### src/common/moller_cfg_pkg.sv
package moller_cfg_pkg;

    // Board defaults
    localparam int NUM_ADC_CH = 16;    // LTC2387 channels on the board
    localparam int SAMPLE_W   = 18;    // Signed ADC sample

    // Time and stream
    localparam int TS_W       = 64;    // Free-running timestamp
    localparam int WORD_W     = 64;    // Stream word, header or two samples

    // Stream control fields
    localparam int CH_SEL_W   = 4;     // Channel index
    localparam int NSAMP_W    = 16;    // Samples per packet
    localparam int RATE_DIV_W = 7;     // Keep one of rate_div+1
    localparam int RATE_W     = 8;     // Convert period in clk cycles

endpackage

### src/common/moller_regs_pkg.sv
package moller_regs_pkg;

    localparam int APB_ADDR_W = 12;
    localparam int APB_DATA_W = 32;

    localparam logic [APB_DATA_W-1:0] MOLLER_REVISION = 32'h0002_0105;

    // Register map, byte addresses
    localparam logic [APB_ADDR_W-1:0] REG_REVISION    = 12'h000;
    localparam logic [APB_ADDR_W-1:0] REG_ADC_CTRL    = 12'h004;
    localparam logic [APB_ADDR_W-1:0] REG_STREAM_CTRL = 12'h008;
    localparam logic [APB_ADDR_W-1:0] REG_STATUS      = 12'h00C;
    localparam logic [APB_ADDR_W-1:0] REG_DROP_COUNT  = 12'h010;  // Any write clears

    // ADC_CTRL fields
    localparam int ADC_TESTPAT_BIT = 0;
    localparam int ADC_PD_BIT      = 1;   // Power-down, pin is active low
    localparam int ADC_RATE_LSB    = 8;
    localparam int ADC_RATE_MSB    = 15;

    // STREAM_CTRL fields
    localparam int STR_ENA_BIT   = 31;
    localparam int STR_RDIV_LSB  = 24;
    localparam int STR_RDIV_MSB  = 30;
    localparam int STR_CH1_LSB   = 20;
    localparam int STR_CH1_MSB   = 23;
    localparam int STR_CH0_LSB   = 16;
    localparam int STR_CH0_MSB   = 19;
    localparam int STR_NSAMP_LSB = 0;
    localparam int STR_NSAMP_MSB = 15;

    // STATUS fields
    localparam int STAT_LOCK_BIT = 0;     // LMK lock detect
    localparam int STAT_HOLD_BIT = 1;     // LMK holdover

endpackage

### src/hw/apb_regmap.sv
`timescale 1ns/1ps

module apb_regmap (
    input  logic clk,
    input  logic rst_n,

    input  logic [moller_regs_pkg::APB_ADDR_W-1:0] paddr,
    input  logic                                   psel,
    input  logic                                   penable,
    input  logic                                   pwrite,
    input  logic [moller_regs_pkg::APB_DATA_W-1:0] pwdata,
    output logic [moller_regs_pkg::APB_DATA_W-1:0] prdata,
    output logic                                   pready,
    output logic                                   pslverr,

    input  logic                                   lmk_lock_detect,
    input  logic                                   lmk_holdover,
    input  logic [moller_regs_pkg::APB_DATA_W-1:0] drop_count,

    output logic                                   adc_testpat,
    output logic                                   adc_pd_n,
    output logic [moller_cfg_pkg::RATE_W-1:0]      sample_rate,

    output logic                                   stream_ena,
    output logic [moller_cfg_pkg::RATE_DIV_W-1:0]  rate_div,
    output logic [moller_cfg_pkg::CH_SEL_W-1:0]    ch0_sel,
    output logic [moller_cfg_pkg::CH_SEL_W-1:0]    ch1_sel,
    output logic [moller_cfg_pkg::NSAMP_W-1:0]     num_samples,

    output logic                                   drop_clear
);

    logic [moller_regs_pkg::APB_DATA_W-1:0] adc_ctrl_q;
    logic [moller_regs_pkg::APB_DATA_W-1:0] stream_ctrl_q;
    logic [1:0] lock_sync;                 // Two-flop synchronizers
    logic [1:0] hold_sync;
    logic       access;
    logic       wr_en;
    logic       addr_hit;

    assign pready = 1'b1;                  // Zero wait states
    assign access = psel & penable;
    assign wr_en  = access & pwrite;

    always_ff @(posedge clk) begin
        if (!rst_n) begin
            adc_ctrl_q    <= '0;           // sample_rate 0, no converts
            stream_ctrl_q <= '0;
            lock_sync     <= '0;
            hold_sync     <= '0;
        end else begin
            lock_sync <= {lock_sync[0], lmk_lock_detect};
            hold_sync <= {hold_sync[0], lmk_holdover};
            if (wr_en && paddr == moller_regs_pkg::REG_ADC_CTRL)
                adc_ctrl_q <= pwdata;
            if (wr_en && paddr == moller_regs_pkg::REG_STREAM_CTRL)
                stream_ctrl_q <= pwdata;
        end
    end

    // Read mux and decode, valid during the access phase
    always_comb begin
        prdata   = '0;
        addr_hit = 1'b1;
        case (paddr)
            moller_regs_pkg::REG_REVISION:    prdata = moller_regs_pkg::MOLLER_REVISION;
            moller_regs_pkg::REG_ADC_CTRL:    prdata = adc_ctrl_q;
            moller_regs_pkg::REG_STREAM_CTRL: prdata = stream_ctrl_q;
            moller_regs_pkg::REG_STATUS: begin
                prdata[moller_regs_pkg::STAT_LOCK_BIT] = lock_sync[1];
                prdata[moller_regs_pkg::STAT_HOLD_BIT] = hold_sync[1];
            end
            moller_regs_pkg::REG_DROP_COUNT:  prdata = drop_count;
            default:                          addr_hit = 1'b0;   // Hole in the map
        endcase
    end

    assign pslverr    = access & ~addr_hit;
    assign drop_clear = wr_en & (paddr == moller_regs_pkg::REG_DROP_COUNT);  // Data ignored

    // ADC control fields
    assign adc_testpat = adc_ctrl_q[moller_regs_pkg::ADC_TESTPAT_BIT];
    assign adc_pd_n    = ~adc_ctrl_q[moller_regs_pkg::ADC_PD_BIT];
    assign sample_rate = adc_ctrl_q[moller_regs_pkg::ADC_RATE_MSB:moller_regs_pkg::ADC_RATE_LSB];

    // Stream control fields
    assign stream_ena  = stream_ctrl_q[moller_regs_pkg::STR_ENA_BIT];
    assign rate_div    = stream_ctrl_q[moller_regs_pkg::STR_RDIV_MSB:moller_regs_pkg::STR_RDIV_LSB];
    assign ch1_sel     = stream_ctrl_q[moller_regs_pkg::STR_CH1_MSB:moller_regs_pkg::STR_CH1_LSB];
    assign ch0_sel     = stream_ctrl_q[moller_regs_pkg::STR_CH0_MSB:moller_regs_pkg::STR_CH0_LSB];
    assign num_samples =
        stream_ctrl_q[moller_regs_pkg::STR_NSAMP_MSB:moller_regs_pkg::STR_NSAMP_LSB];

endmodule

### src/hw/convert_timer.sv
`timescale 1ns/1ps

module convert_timer (
    input  logic                              clk,
    input  logic                              rst_n,
    input  logic [moller_cfg_pkg::RATE_W-1:0] sample_rate,   // Period in cycles, 0 stops
    output logic                              adc_convert,
    output logic [moller_cfg_pkg::TS_W-1:0]   convert_ts
);

    logic [moller_cfg_pkg::TS_W-1:0]   ts_cnt;     // Free-running timestamp
    logic [moller_cfg_pkg::RATE_W-1:0] period_cnt; // Cycles left to next pulse

    always_ff @(posedge clk) begin
        if (!rst_n)
            ts_cnt <= '0;                  // Zero in the first cycle out of reset
        else
            ts_cnt <= ts_cnt + 1'b1;
    end

    // Pulse on terminal count, then reload
    always_ff @(posedge clk) begin
        if (!rst_n) begin
            period_cnt  <= '0;
            adc_convert <= 1'b0;
        end else if (sample_rate == '0) begin
            period_cnt  <= '0;             // Conversions stopped
            adc_convert <= 1'b0;
        end else if (period_cnt == '0) begin
            period_cnt  <= sample_rate - 1'b1;
            adc_convert <= 1'b1;
        end else begin
            period_cnt  <= period_cnt - 1'b1;
            adc_convert <= 1'b0;
        end
    end

    // Stamp of the pulse cycle, held until the next pulse
    always_ff @(posedge clk) begin
        if (adc_convert)
            convert_ts <= ts_cnt;
    end

endmodule

### src/hw/moller_top.sv
`timescale 1ns/1ps

module moller_top #(
    parameter int NUM_CH     = moller_cfg_pkg::NUM_ADC_CH,
    parameter int FIFO_DEPTH = 8                          // Power of two
)(
    input  logic clk,
    input  logic rst_n,

    // APB slave
    input  logic [moller_regs_pkg::APB_ADDR_W-1:0] paddr,
    input  logic                                   psel,
    input  logic                                   penable,
    input  logic                                   pwrite,
    input  logic [moller_regs_pkg::APB_DATA_W-1:0] pwdata,
    output logic [moller_regs_pkg::APB_DATA_W-1:0] prdata,
    output logic                                   pready,
    output logic                                   pslverr,

    // LMK status pins, asynchronous
    input  logic lmk_lock_detect,
    input  logic lmk_holdover,

    // ADC parallel side
    input  logic                                       adc_valid,
    input  logic [NUM_CH-1:0][moller_cfg_pkg::SAMPLE_W-1:0] adc_data,
    output logic                                       adc_convert,
    output logic                                       adc_testpat,
    output logic                                       adc_pd_n,

    // Packet stream out
    output logic [moller_cfg_pkg::WORD_W-1:0] stream_data,
    output logic                              stream_last,
    output logic                              stream_valid,
    input  logic                              stream_ready
);

    // Control fields from the register block
    logic [moller_cfg_pkg::RATE_W-1:0]     sample_rate;
    logic                                  stream_ena;
    logic [moller_cfg_pkg::RATE_DIV_W-1:0] rate_div;
    logic [moller_cfg_pkg::CH_SEL_W-1:0]   ch0_sel;
    logic [moller_cfg_pkg::CH_SEL_W-1:0]   ch1_sel;
    logic [moller_cfg_pkg::NSAMP_W-1:0]    num_samples;

    logic [31:0]                     drop_count;
    logic                            drop_clear;
    logic [moller_cfg_pkg::TS_W-1:0] convert_ts;   // Stamp of the last convert

    // Decimator to packer, no back-pressure
    logic                                pick_valid;
    logic                                pick_first;
    logic                                pick_last;
    logic [moller_cfg_pkg::SAMPLE_W-1:0] pick_ch0;
    logic [moller_cfg_pkg::SAMPLE_W-1:0] pick_ch1;
    logic [moller_cfg_pkg::TS_W-1:0]     pick_ts;

    apb_regmap u_regmap (
        .clk(clk), .rst_n(rst_n),
        .paddr(paddr), .psel(psel), .penable(penable), .pwrite(pwrite),
        .pwdata(pwdata), .prdata(prdata), .pready(pready), .pslverr(pslverr),
        .lmk_lock_detect(lmk_lock_detect), .lmk_holdover(lmk_holdover),
        .drop_count(drop_count),
        .adc_testpat(adc_testpat), .adc_pd_n(adc_pd_n), .sample_rate(sample_rate),
        .stream_ena(stream_ena), .rate_div(rate_div),
        .ch0_sel(ch0_sel), .ch1_sel(ch1_sel), .num_samples(num_samples),
        .drop_clear(drop_clear)
    );

    convert_timer u_timer (
        .clk(clk), .rst_n(rst_n),
        .sample_rate(sample_rate),
        .adc_convert(adc_convert),
        .convert_ts(convert_ts)
    );

    stream_decimator #(.NUM_CH(NUM_CH)) u_decim (
        .clk(clk), .rst_n(rst_n),
        .adc_valid(adc_valid), .adc_data(adc_data), .convert_ts(convert_ts),
        .stream_ena(stream_ena), .rate_div(rate_div),
        .ch0_sel(ch0_sel), .ch1_sel(ch1_sel), .num_samples(num_samples),
        .pick_valid(pick_valid), .pick_first(pick_first), .pick_last(pick_last),
        .pick_ch0(pick_ch0), .pick_ch1(pick_ch1), .pick_ts(pick_ts)
    );

    stream_packer #(.FIFO_DEPTH(FIFO_DEPTH)) u_packer (
        .clk(clk), .rst_n(rst_n),
        .pick_valid(pick_valid), .pick_first(pick_first), .pick_last(pick_last),
        .pick_ch0(pick_ch0), .pick_ch1(pick_ch1), .pick_ts(pick_ts),
        .stream_ready(stream_ready), .drop_clear(drop_clear),
        .stream_data(stream_data), .stream_last(stream_last),
        .stream_valid(stream_valid), .drop_count(drop_count)
    );

endmodule

### src/stream/stream_decimator.sv
`timescale 1ns/1ps

module stream_decimator #(
    parameter int NUM_CH = 16
)(
    input  logic clk,
    input  logic rst_n,

    input  logic                                            adc_valid,
    input  logic [NUM_CH-1:0][moller_cfg_pkg::SAMPLE_W-1:0] adc_data,
    input  logic [moller_cfg_pkg::TS_W-1:0]                 convert_ts,

    input  logic                                  stream_ena,
    input  logic [moller_cfg_pkg::RATE_DIV_W-1:0] rate_div,
    input  logic [moller_cfg_pkg::CH_SEL_W-1:0]   ch0_sel,
    input  logic [moller_cfg_pkg::CH_SEL_W-1:0]   ch1_sel,
    input  logic [moller_cfg_pkg::NSAMP_W-1:0]    num_samples,

    output logic                                pick_valid,
    output logic                                pick_first,
    output logic                                pick_last,
    output logic [moller_cfg_pkg::SAMPLE_W-1:0] pick_ch0,
    output logic [moller_cfg_pkg::SAMPLE_W-1:0] pick_ch1,
    output logic [moller_cfg_pkg::TS_W-1:0]     pick_ts
);

    logic [moller_cfg_pkg::RATE_DIV_W-1:0] div_cnt;   // Samples still to skip
    logic [moller_cfg_pkg::NSAMP_W-1:0]    samp_cnt;  // Position inside the packet
    logic [moller_cfg_pkg::NSAMP_W-1:0]    last_idx;
    logic                                  take;
    logic                                  is_last;

    // num_samples of 0 behaves as 1
    assign last_idx = (num_samples == '0) ? '0 : num_samples - 1'b1;
    assign is_last  = (samp_cnt == last_idx);
    assign take     = adc_valid & stream_ena & (div_cnt == '0);

    // Counters sit at zero while disabled, so a rising enable starts clean
    always_ff @(posedge clk) begin
        if (!rst_n || !stream_ena) begin
            div_cnt  <= '0;
            samp_cnt <= '0;
        end else if (adc_valid) begin
            div_cnt <= (div_cnt == '0) ? rate_div : div_cnt - 1'b1;
            if (take)
                samp_cnt <= is_last ? '0 : samp_cnt + 1'b1;
        end
    end

    always_ff @(posedge clk) begin
        if (!rst_n)
            pick_valid <= 1'b0;
        else
            pick_valid <= take;            // One cycle after the accepted sample
    end

    // Payload, qualified by pick_valid
    always_ff @(posedge clk) begin
        if (take) begin
            pick_first <= (samp_cnt == '0);
            pick_last  <= is_last;
            pick_ch0   <= adc_data[ch0_sel];
            pick_ch1   <= adc_data[ch1_sel];
            pick_ts    <= convert_ts;
        end
    end

endmodule

### src/stream/stream_packer.sv
`timescale 1ns/1ps

module stream_packer #(
    parameter int FIFO_DEPTH = 8           // Power of two, at least 2
)(
    input  logic clk,
    input  logic rst_n,

    input  logic                                pick_valid,
    input  logic                                pick_first,
    input  logic                                pick_last,
    input  logic [moller_cfg_pkg::SAMPLE_W-1:0] pick_ch0,
    input  logic [moller_cfg_pkg::SAMPLE_W-1:0] pick_ch1,
    input  logic [moller_cfg_pkg::TS_W-1:0]     pick_ts,

    input  logic stream_ready,
    input  logic drop_clear,

    output logic [moller_cfg_pkg::WORD_W-1:0] stream_data,
    output logic                              stream_last,
    output logic                              stream_valid,
    output logic [31:0]                       drop_count
);

    localparam int PTR_W  = $clog2(FIFO_DEPTH);
    localparam int HALF_W = moller_cfg_pkg::WORD_W / 2;
    localparam int EXT_W  = HALF_W - moller_cfg_pkg::SAMPLE_W;

    logic [moller_cfg_pkg::WORD_W:0] mem [FIFO_DEPTH];   // {last, word}
    logic [PTR_W:0]   wr_ptr;
    logic [PTR_W:0]   rd_ptr;
    logic [PTR_W:0]   count;
    logic [PTR_W-1:0] wr_idx;
    logic [PTR_W-1:0] wr_idx_nxt;
    logic [1:0]       need;
    logic             pend_hdr;            // Header owed to a moved packet start
    logic             hdr_needed;
    logic             space_ok;
    logic             drop;
    logic [moller_cfg_pkg::WORD_W-1:0] sample_word;

    // ch1 in the upper half, ch0 in the lower, both sign-extended
    assign sample_word = {{EXT_W{pick_ch1[moller_cfg_pkg::SAMPLE_W-1]}}, pick_ch1,
                          {EXT_W{pick_ch0[moller_cfg_pkg::SAMPLE_W-1]}}, pick_ch0};

    assign count      = wr_ptr - rd_ptr;
    assign wr_idx     = wr_ptr[PTR_W-1:0];
    assign wr_idx_nxt = wr_idx + 1'b1;
    assign hdr_needed = pick_first | pend_hdr;
    assign need       = hdr_needed ? 2'd2 : 2'd1;
    // All or nothing, header and sample must fit together
    assign space_ok   = ({1'b0, count} + {{PTR_W{1'b0}}, need}) <= (PTR_W+2)'(FIFO_DEPTH);
    assign drop       = pick_valid & ~space_ok;

    always_ff @(posedge clk) begin
        if (pick_valid && space_ok) begin
            if (hdr_needed) begin
                mem[wr_idx]     <= {1'b0, pick_ts};
                mem[wr_idx_nxt] <= {pick_last, sample_word};
            end else begin
                mem[wr_idx]     <= {pick_last, sample_word};
            end
        end
    end

    always_ff @(posedge clk) begin
        if (!rst_n) begin
            wr_ptr     <= '0;
            rd_ptr     <= '0;
            pend_hdr   <= 1'b0;
            drop_count <= '0;
        end else begin
            if (pick_valid && space_ok)
                wr_ptr <= wr_ptr + {{(PTR_W-1){1'b0}}, need};
            if (stream_valid && stream_ready)
                rd_ptr <= rd_ptr + 1'b1;
            if (pick_valid)
                pend_hdr <= hdr_needed & ~space_ok;  // Start slides to the next pick
            if (drop_clear)
                drop_count <= '0;
            else if (drop && !(&drop_count))
                drop_count <= drop_count + 1'b1;     // Saturates
        end
    end

    // Head of the FIFO, stays put until taken
    assign stream_valid              = (count != '0);
    assign {stream_last, stream_data} = mem[rd_ptr[PTR_W-1:0]];

endmodule

### config.mk
export PLATFORM = sky130hd
export DESIGN_NAME = moller_top
export DESIGN_NICKNAME = d
export VERILOG_FILES = /design/src/common/moller_cfg_pkg.sv /design/src/common/moller_regs_pkg.sv /design/src/hw/apb_regmap.sv /design/src/hw/convert_timer.sv /design/src/hw/moller_top.sv /design/src/stream/stream_decimator.sv /design/src/stream/stream_packer.sv
export SDC_FILE = /design/constraint.sdc
export NUM_CORES = 2
export LEC_CHECK = 0
export BUFFER_PORTS_ARGS = -buffer_cell sky130_fd_sc_hd__buf_4
export CORE_ASPECT_RATIO = 0.75
export CORE_UTILIZATION = 31
export DETAILED_ROUTE_END_ITERATION = 10
export PLACE_DENSITY = 0.49
export SYNTH_ARGS = -nofsm -noshare
export SYNTH_HDL_FRONTEND = slang
export SYNTH_SLANG_ARGS = --single-unit
### constraint.sdc
create_clock -name clk -period 9.5 [get_ports clk]
set_input_delay 1.425 -clock clk [delete_from_list [all_inputs] [get_ports clk]]
set_output_delay 1.425 -clock clk [all_outputs]
set_load 0.01 [all_outputs]
==> results.json <==
{
  "status": "finished clean",
  "fin_setup_tns_ns": 0,
  "synth_area_per_cell_um2": 14.1,
  "yosysSeqAreaShare": 0.551,
  "gr-total-overflow": 0,
  "hpwlAfterDp_um": 98400,
  "cts_buffer_depth": 3,
  "io_buffers": 442,
  "crit_path_top_delay_cell": "dfxtp_4",
  "clk_latency_ns": 0.71,
  "htreeDepth": 3,
  "synth_area_um2": 45000,
  "postCtsHoldBufs": 0,
  "yosys_register_bits": 895,
  "postCtsSetupBuffers": 0,
  "r2r_slack_ns": 4.12,
  "track_usage": 0.200,
  "critPathMaxStageDelay_ns": 0.81,
  "critPathLaunchType": "flop",
  "cp_common_cell": "buf_4",
  "cts_made_buffers": 95,
  "grt_pass1_vias": 29800,
  "cp_max_fo": 46,
  "max_freq_ghz": 0.184,
  "crit_buf_inv": 3,
  "end_kind": "output pin",
  "drive_above_1_share": 0.381,
  "crit_chain": "buf_4, buf_4, mux4_2, mux2_2, buf_4",
  "routedWlPerCell_um": 27.2,
  "arrival_ns": 4.00,
  "slew_violations": 0,
  "num_rows": 120,
  "cp_top_family": "buffers and inverters",
  "grt_pass1_wl_um": 216000,
  "viasPerCell": 5.42,
  "r2r_cells": 11,
  "clkSlewWorstSetupHoldPaths_ns": 0.06,
  "highest_layer": "met5",
  "power.density_nw_per_um2": 180,
  "first_pass_iters": 5,
  "clockRootBuffer": "clkbuf_16",
  "cts_resized": 0,
  "multiInputGateArea_um2": 19200,
  "yosysWarnings": 0,
  "hold_path.class": "reg -> reg",
  "crit_end": "stream_data[5]",
  "core_area_um2": 143000,
  "synth_cells": 3177,
  "rr_endpoint": "u_packer.mem[4][17]$_DFFE_PP_",
  "fin_worst_skew_ns": 0.0321,
  "async_flop_share": 0,
  "setup_viol_count_final": 0,
  "p_total_mw": 9.68,
  "leakage_nw": 18.8,
  "final.fill_count": 13600,
  "areaGrowthSynthToFinish_pct": 19.7,
  "syn_nets": 3538,
  "cp.required_ns": 8.08,
  "grt_max_degree": 70,
  "globalplace.congestion": 0.858,
  "fp.dieW_um": 442,
  "die-area_um2": 147000,
  "ys.flop_type": "edfxtp_1",
  "ant_nets": 0,
  "drc": 0,
  "num_vias": 29800,
  "wl_met2_um": 68800,
  "ir_drop_v": 0.000135,
  "nets": 3891,
  "initial_core_util": 0.313,
  "hold_viol": 0,
  "cts_sinks": 895,
  "crit_type": "reg -> out",
  "maxCapViolations": 0,
  "synth_edf_count": 686,
  "fp.dieH_um": 332,
  "rsz0062_at_grt": "no",
  "antenna_found_initial": 10,
  "min_period_over_period": 0.571,
  "tritoncts": "yes",
  "wl_met1_um": 69100,
  "worst-path-stages": 5,
  "wl_met3_um": 8470,
  "seqCellArea_um2": 24800,
  "r2r-start": "u_packer.wr_ptr[0]$_SDFFE_PN0N_",
  "max_slew_margin": 0.209,
  "tightest_slew_ns": 1.18,
  "drtIter0Drc": 3288,
  "period_needed_ns": 5.42,
  "routed_wl_um": 150000,
  "io_pins": 444,
  "synth_cell_type_count": 74
}
synthesized netlist by cell type (5+ instances only):
cell | number | area, µm²
a211oi_1 | 17 | 128
a21o_1 | 186 | 1400
a21oi_1 | 117 | 586
a222oi_1 | 27 | 270
a31oi_1 | 7 | 43.8
and2_1 | 18 | 113
and3_1 | 26 | 163
and4_1 | 16 | 140
buf_1 | 33 | 124
clkbuf_1 | 203 | 762
dfxtp_1 | 209 | 4180
edfxtp_1 | 686 | 20600
ha_1 | 17 | 213
inv_1 | 96 | 360
mux2_2 | 341 | 3840
mux2i_1 | 19 | 190
mux4_2 | 310 | 6980
nand2_1 | 215 | 807
nand2b_1 | 24 | 150
nand3_1 | 44 | 220
nand4_1 | 45 | 282
nor2_1 | 102 | 383
nor2b_1 | 11 | 68.8
nor3_1 | 43 | 215
nor3_2 | 10 | 100
nor4_1 | 15 | 93.8
o211ai_1 | 7 | 52.6
o21a_1 | 5 | 37.5
o21ai_0 | 95 | 475
o31ai_1 | 15 | 113
o41ai_1 | 7 | 61.3
or2_2 | 5 | 31.3
or3_1 | 26 | 163
or4_1 | 18 | 135
xnor2_1 | 41 | 359
xor2_1 | 48 | 420
sequential cells by signal, indices dropped and copies added (netlist names), 2 cells and up, named ones only:
register,count
u_regmap.lock_sync,2
u_regmap.adc_ctrl_q,32
u_timer.period_cnt,8
u_packer.wr_ptr,4
u_decim.pick_ts,64
u_decim.div_cnt,7
u_decim.samp_cnt,16
u_packer.rd_ptr,4
u_decim.pick_ch1,18
u_timer.ts_cnt,64
u_timer.convert_ts,64
u_packer.drop_count,32
u_decim.pick_ch0,18
u_regmap.stream_ctrl_q,32
u_regmap.hold_sync,2
u_packer.mem,520
cell families after synthesis:
| group | Yosys count | share of synthesized area |
|---|---|---|
| mux | 670 | 0.245 |
| flops | 895 | 0.551 |
| compound gates | 519 | 0.0772 |
| buf+inv | 342 | 0.0294 |
| simple gates | 641 | 0.0736 |
| other cells | 1 | 0.0000834 |
| fa+ha+maj | 20 | 0.00607 |
| xor+xnor | 89 | 0.0173 |
power by group:
part           switching, mW  leakage (nW)  internal (mW)
sequential            0.0445          7.88           4.17
combinational          0.782          9.33          0.737
clock                   1.65          1.61           2.30
metal layers:
| layer | vias to the layer above | track usage |
|---|---|---|
| met2 | 982 | 0.315 |
| met3 | 168 | 0.0314 |
| met1 | 15500 | 0.289 |
| li1 | 13200 | - |
| met4 | 6 | 0.0493 |
| met5 | - | 0 |
how the worst min path moves through the flow:
stage | cells past startpoint | endpoint | startpoint
after floorplan | 0 | u_decim.pick_ts[0]$_DFFE_PP_ | u_timer.convert_ts[0]$_DFFE_PP_
after global placement | 0 | u_decim.pick_ts[2]$_DFFE_PP_ | u_timer.convert_ts[2]$_DFFE_PP_
after detailed placement | 0 | u_decim.pick_ts[21]$_DFFE_PP_ | u_timer.convert_ts[21]$_DFFE_PP_
after CTS | 0 | u_decim.pick_ts[35]$_DFFE_PP_ | u_timer.convert_ts[35]$_DFFE_PP_
after global routing | 0 | u_decim.pick_ts[35]$_DFFE_PP_ | u_timer.convert_ts[35]$_DFFE_PP_
final | 0 | u_decim.pick_ts[35]$_DFFE_PP_ | u_timer.convert_ts[35]$_DFFE_PP_
cell usage in the layout (no fill, tap or decap), types with 7 or more instances in the layout:
| master | n |
|---|---|
| buf_4 | 501 |
| or4_1 | 18 |
| mux4_2 | 310 |
| and3_1 | 26 |
| o41ai_1 | 7 |
| a31oi_1 | 7 |
| nor4_1 | 15 |
| nand3_1 | 44 |
| nand2_1 | 215 |
| a21oi_1 | 112 |
| clkbuf_16 | 97 |
| mux2i_1 | 19 |
| or3_1 | 26 |
| nand4_1 | 45 |
| clkbuf_1 | 26 |
| o31ai_1 | 15 |
| dfxtp_4 | 8 |
| mux2_2 | 341 |
| nor3_2 | 12 |
| ha_1 | 17 |
| o211ai_1 | 7 |
| xnor2_1 | 41 |
| nand2b_1 | 24 |
| and2_1 | 18 |
| inv_1 | 96 |
| nor2_1 | 98 |
| and4_1 | 16 |
| dfxtp_1 | 199 |
| nor3_1 | 41 |
| edfxtp_1 | 686 |
| a211oi_4 | 12 |
| bufinv_16 | 10 |
| a222oi_1 | 27 |
| xor2_1 | 48 |
| clkinv_2 | 12 |
| nor2b_1 | 11 |
| o21ai_0 | 94 |
| clkbuf_8 | 17 |
| a21o_1 | 181 |
area by class of cell:
class | instances | area share
well taps | 1891 | 0.0440
diodes | 1 | 0.0000465
clock buffers | 140 | 0.0513
repair buffers | 501 | 0.0699
clock inverters | 38 | 0.0103
multi-input cells | 1940 | 0.356
flip-flops and latches | 895 | 0.461
inverters | 97 | 0.00681
through the flow:
stage                     instance area, µm²  utilization  hold WS, ns  setup WS, ns  instances
final                                  53800        0.375        0.402          4.08       5503
after global routing                   53800        0.375        0.418          3.84       5503
after CTS                              53800        0.375        0.398          3.96       5502
after detailed placement               50500        0.352        0.405          4.11       5324
after global placement                 50500        0.352        0.401          4.14       5324
after floorplan                        45000            -        0.400          1.48       3177
Note: power is estimated with default switching activity, not from simulation.
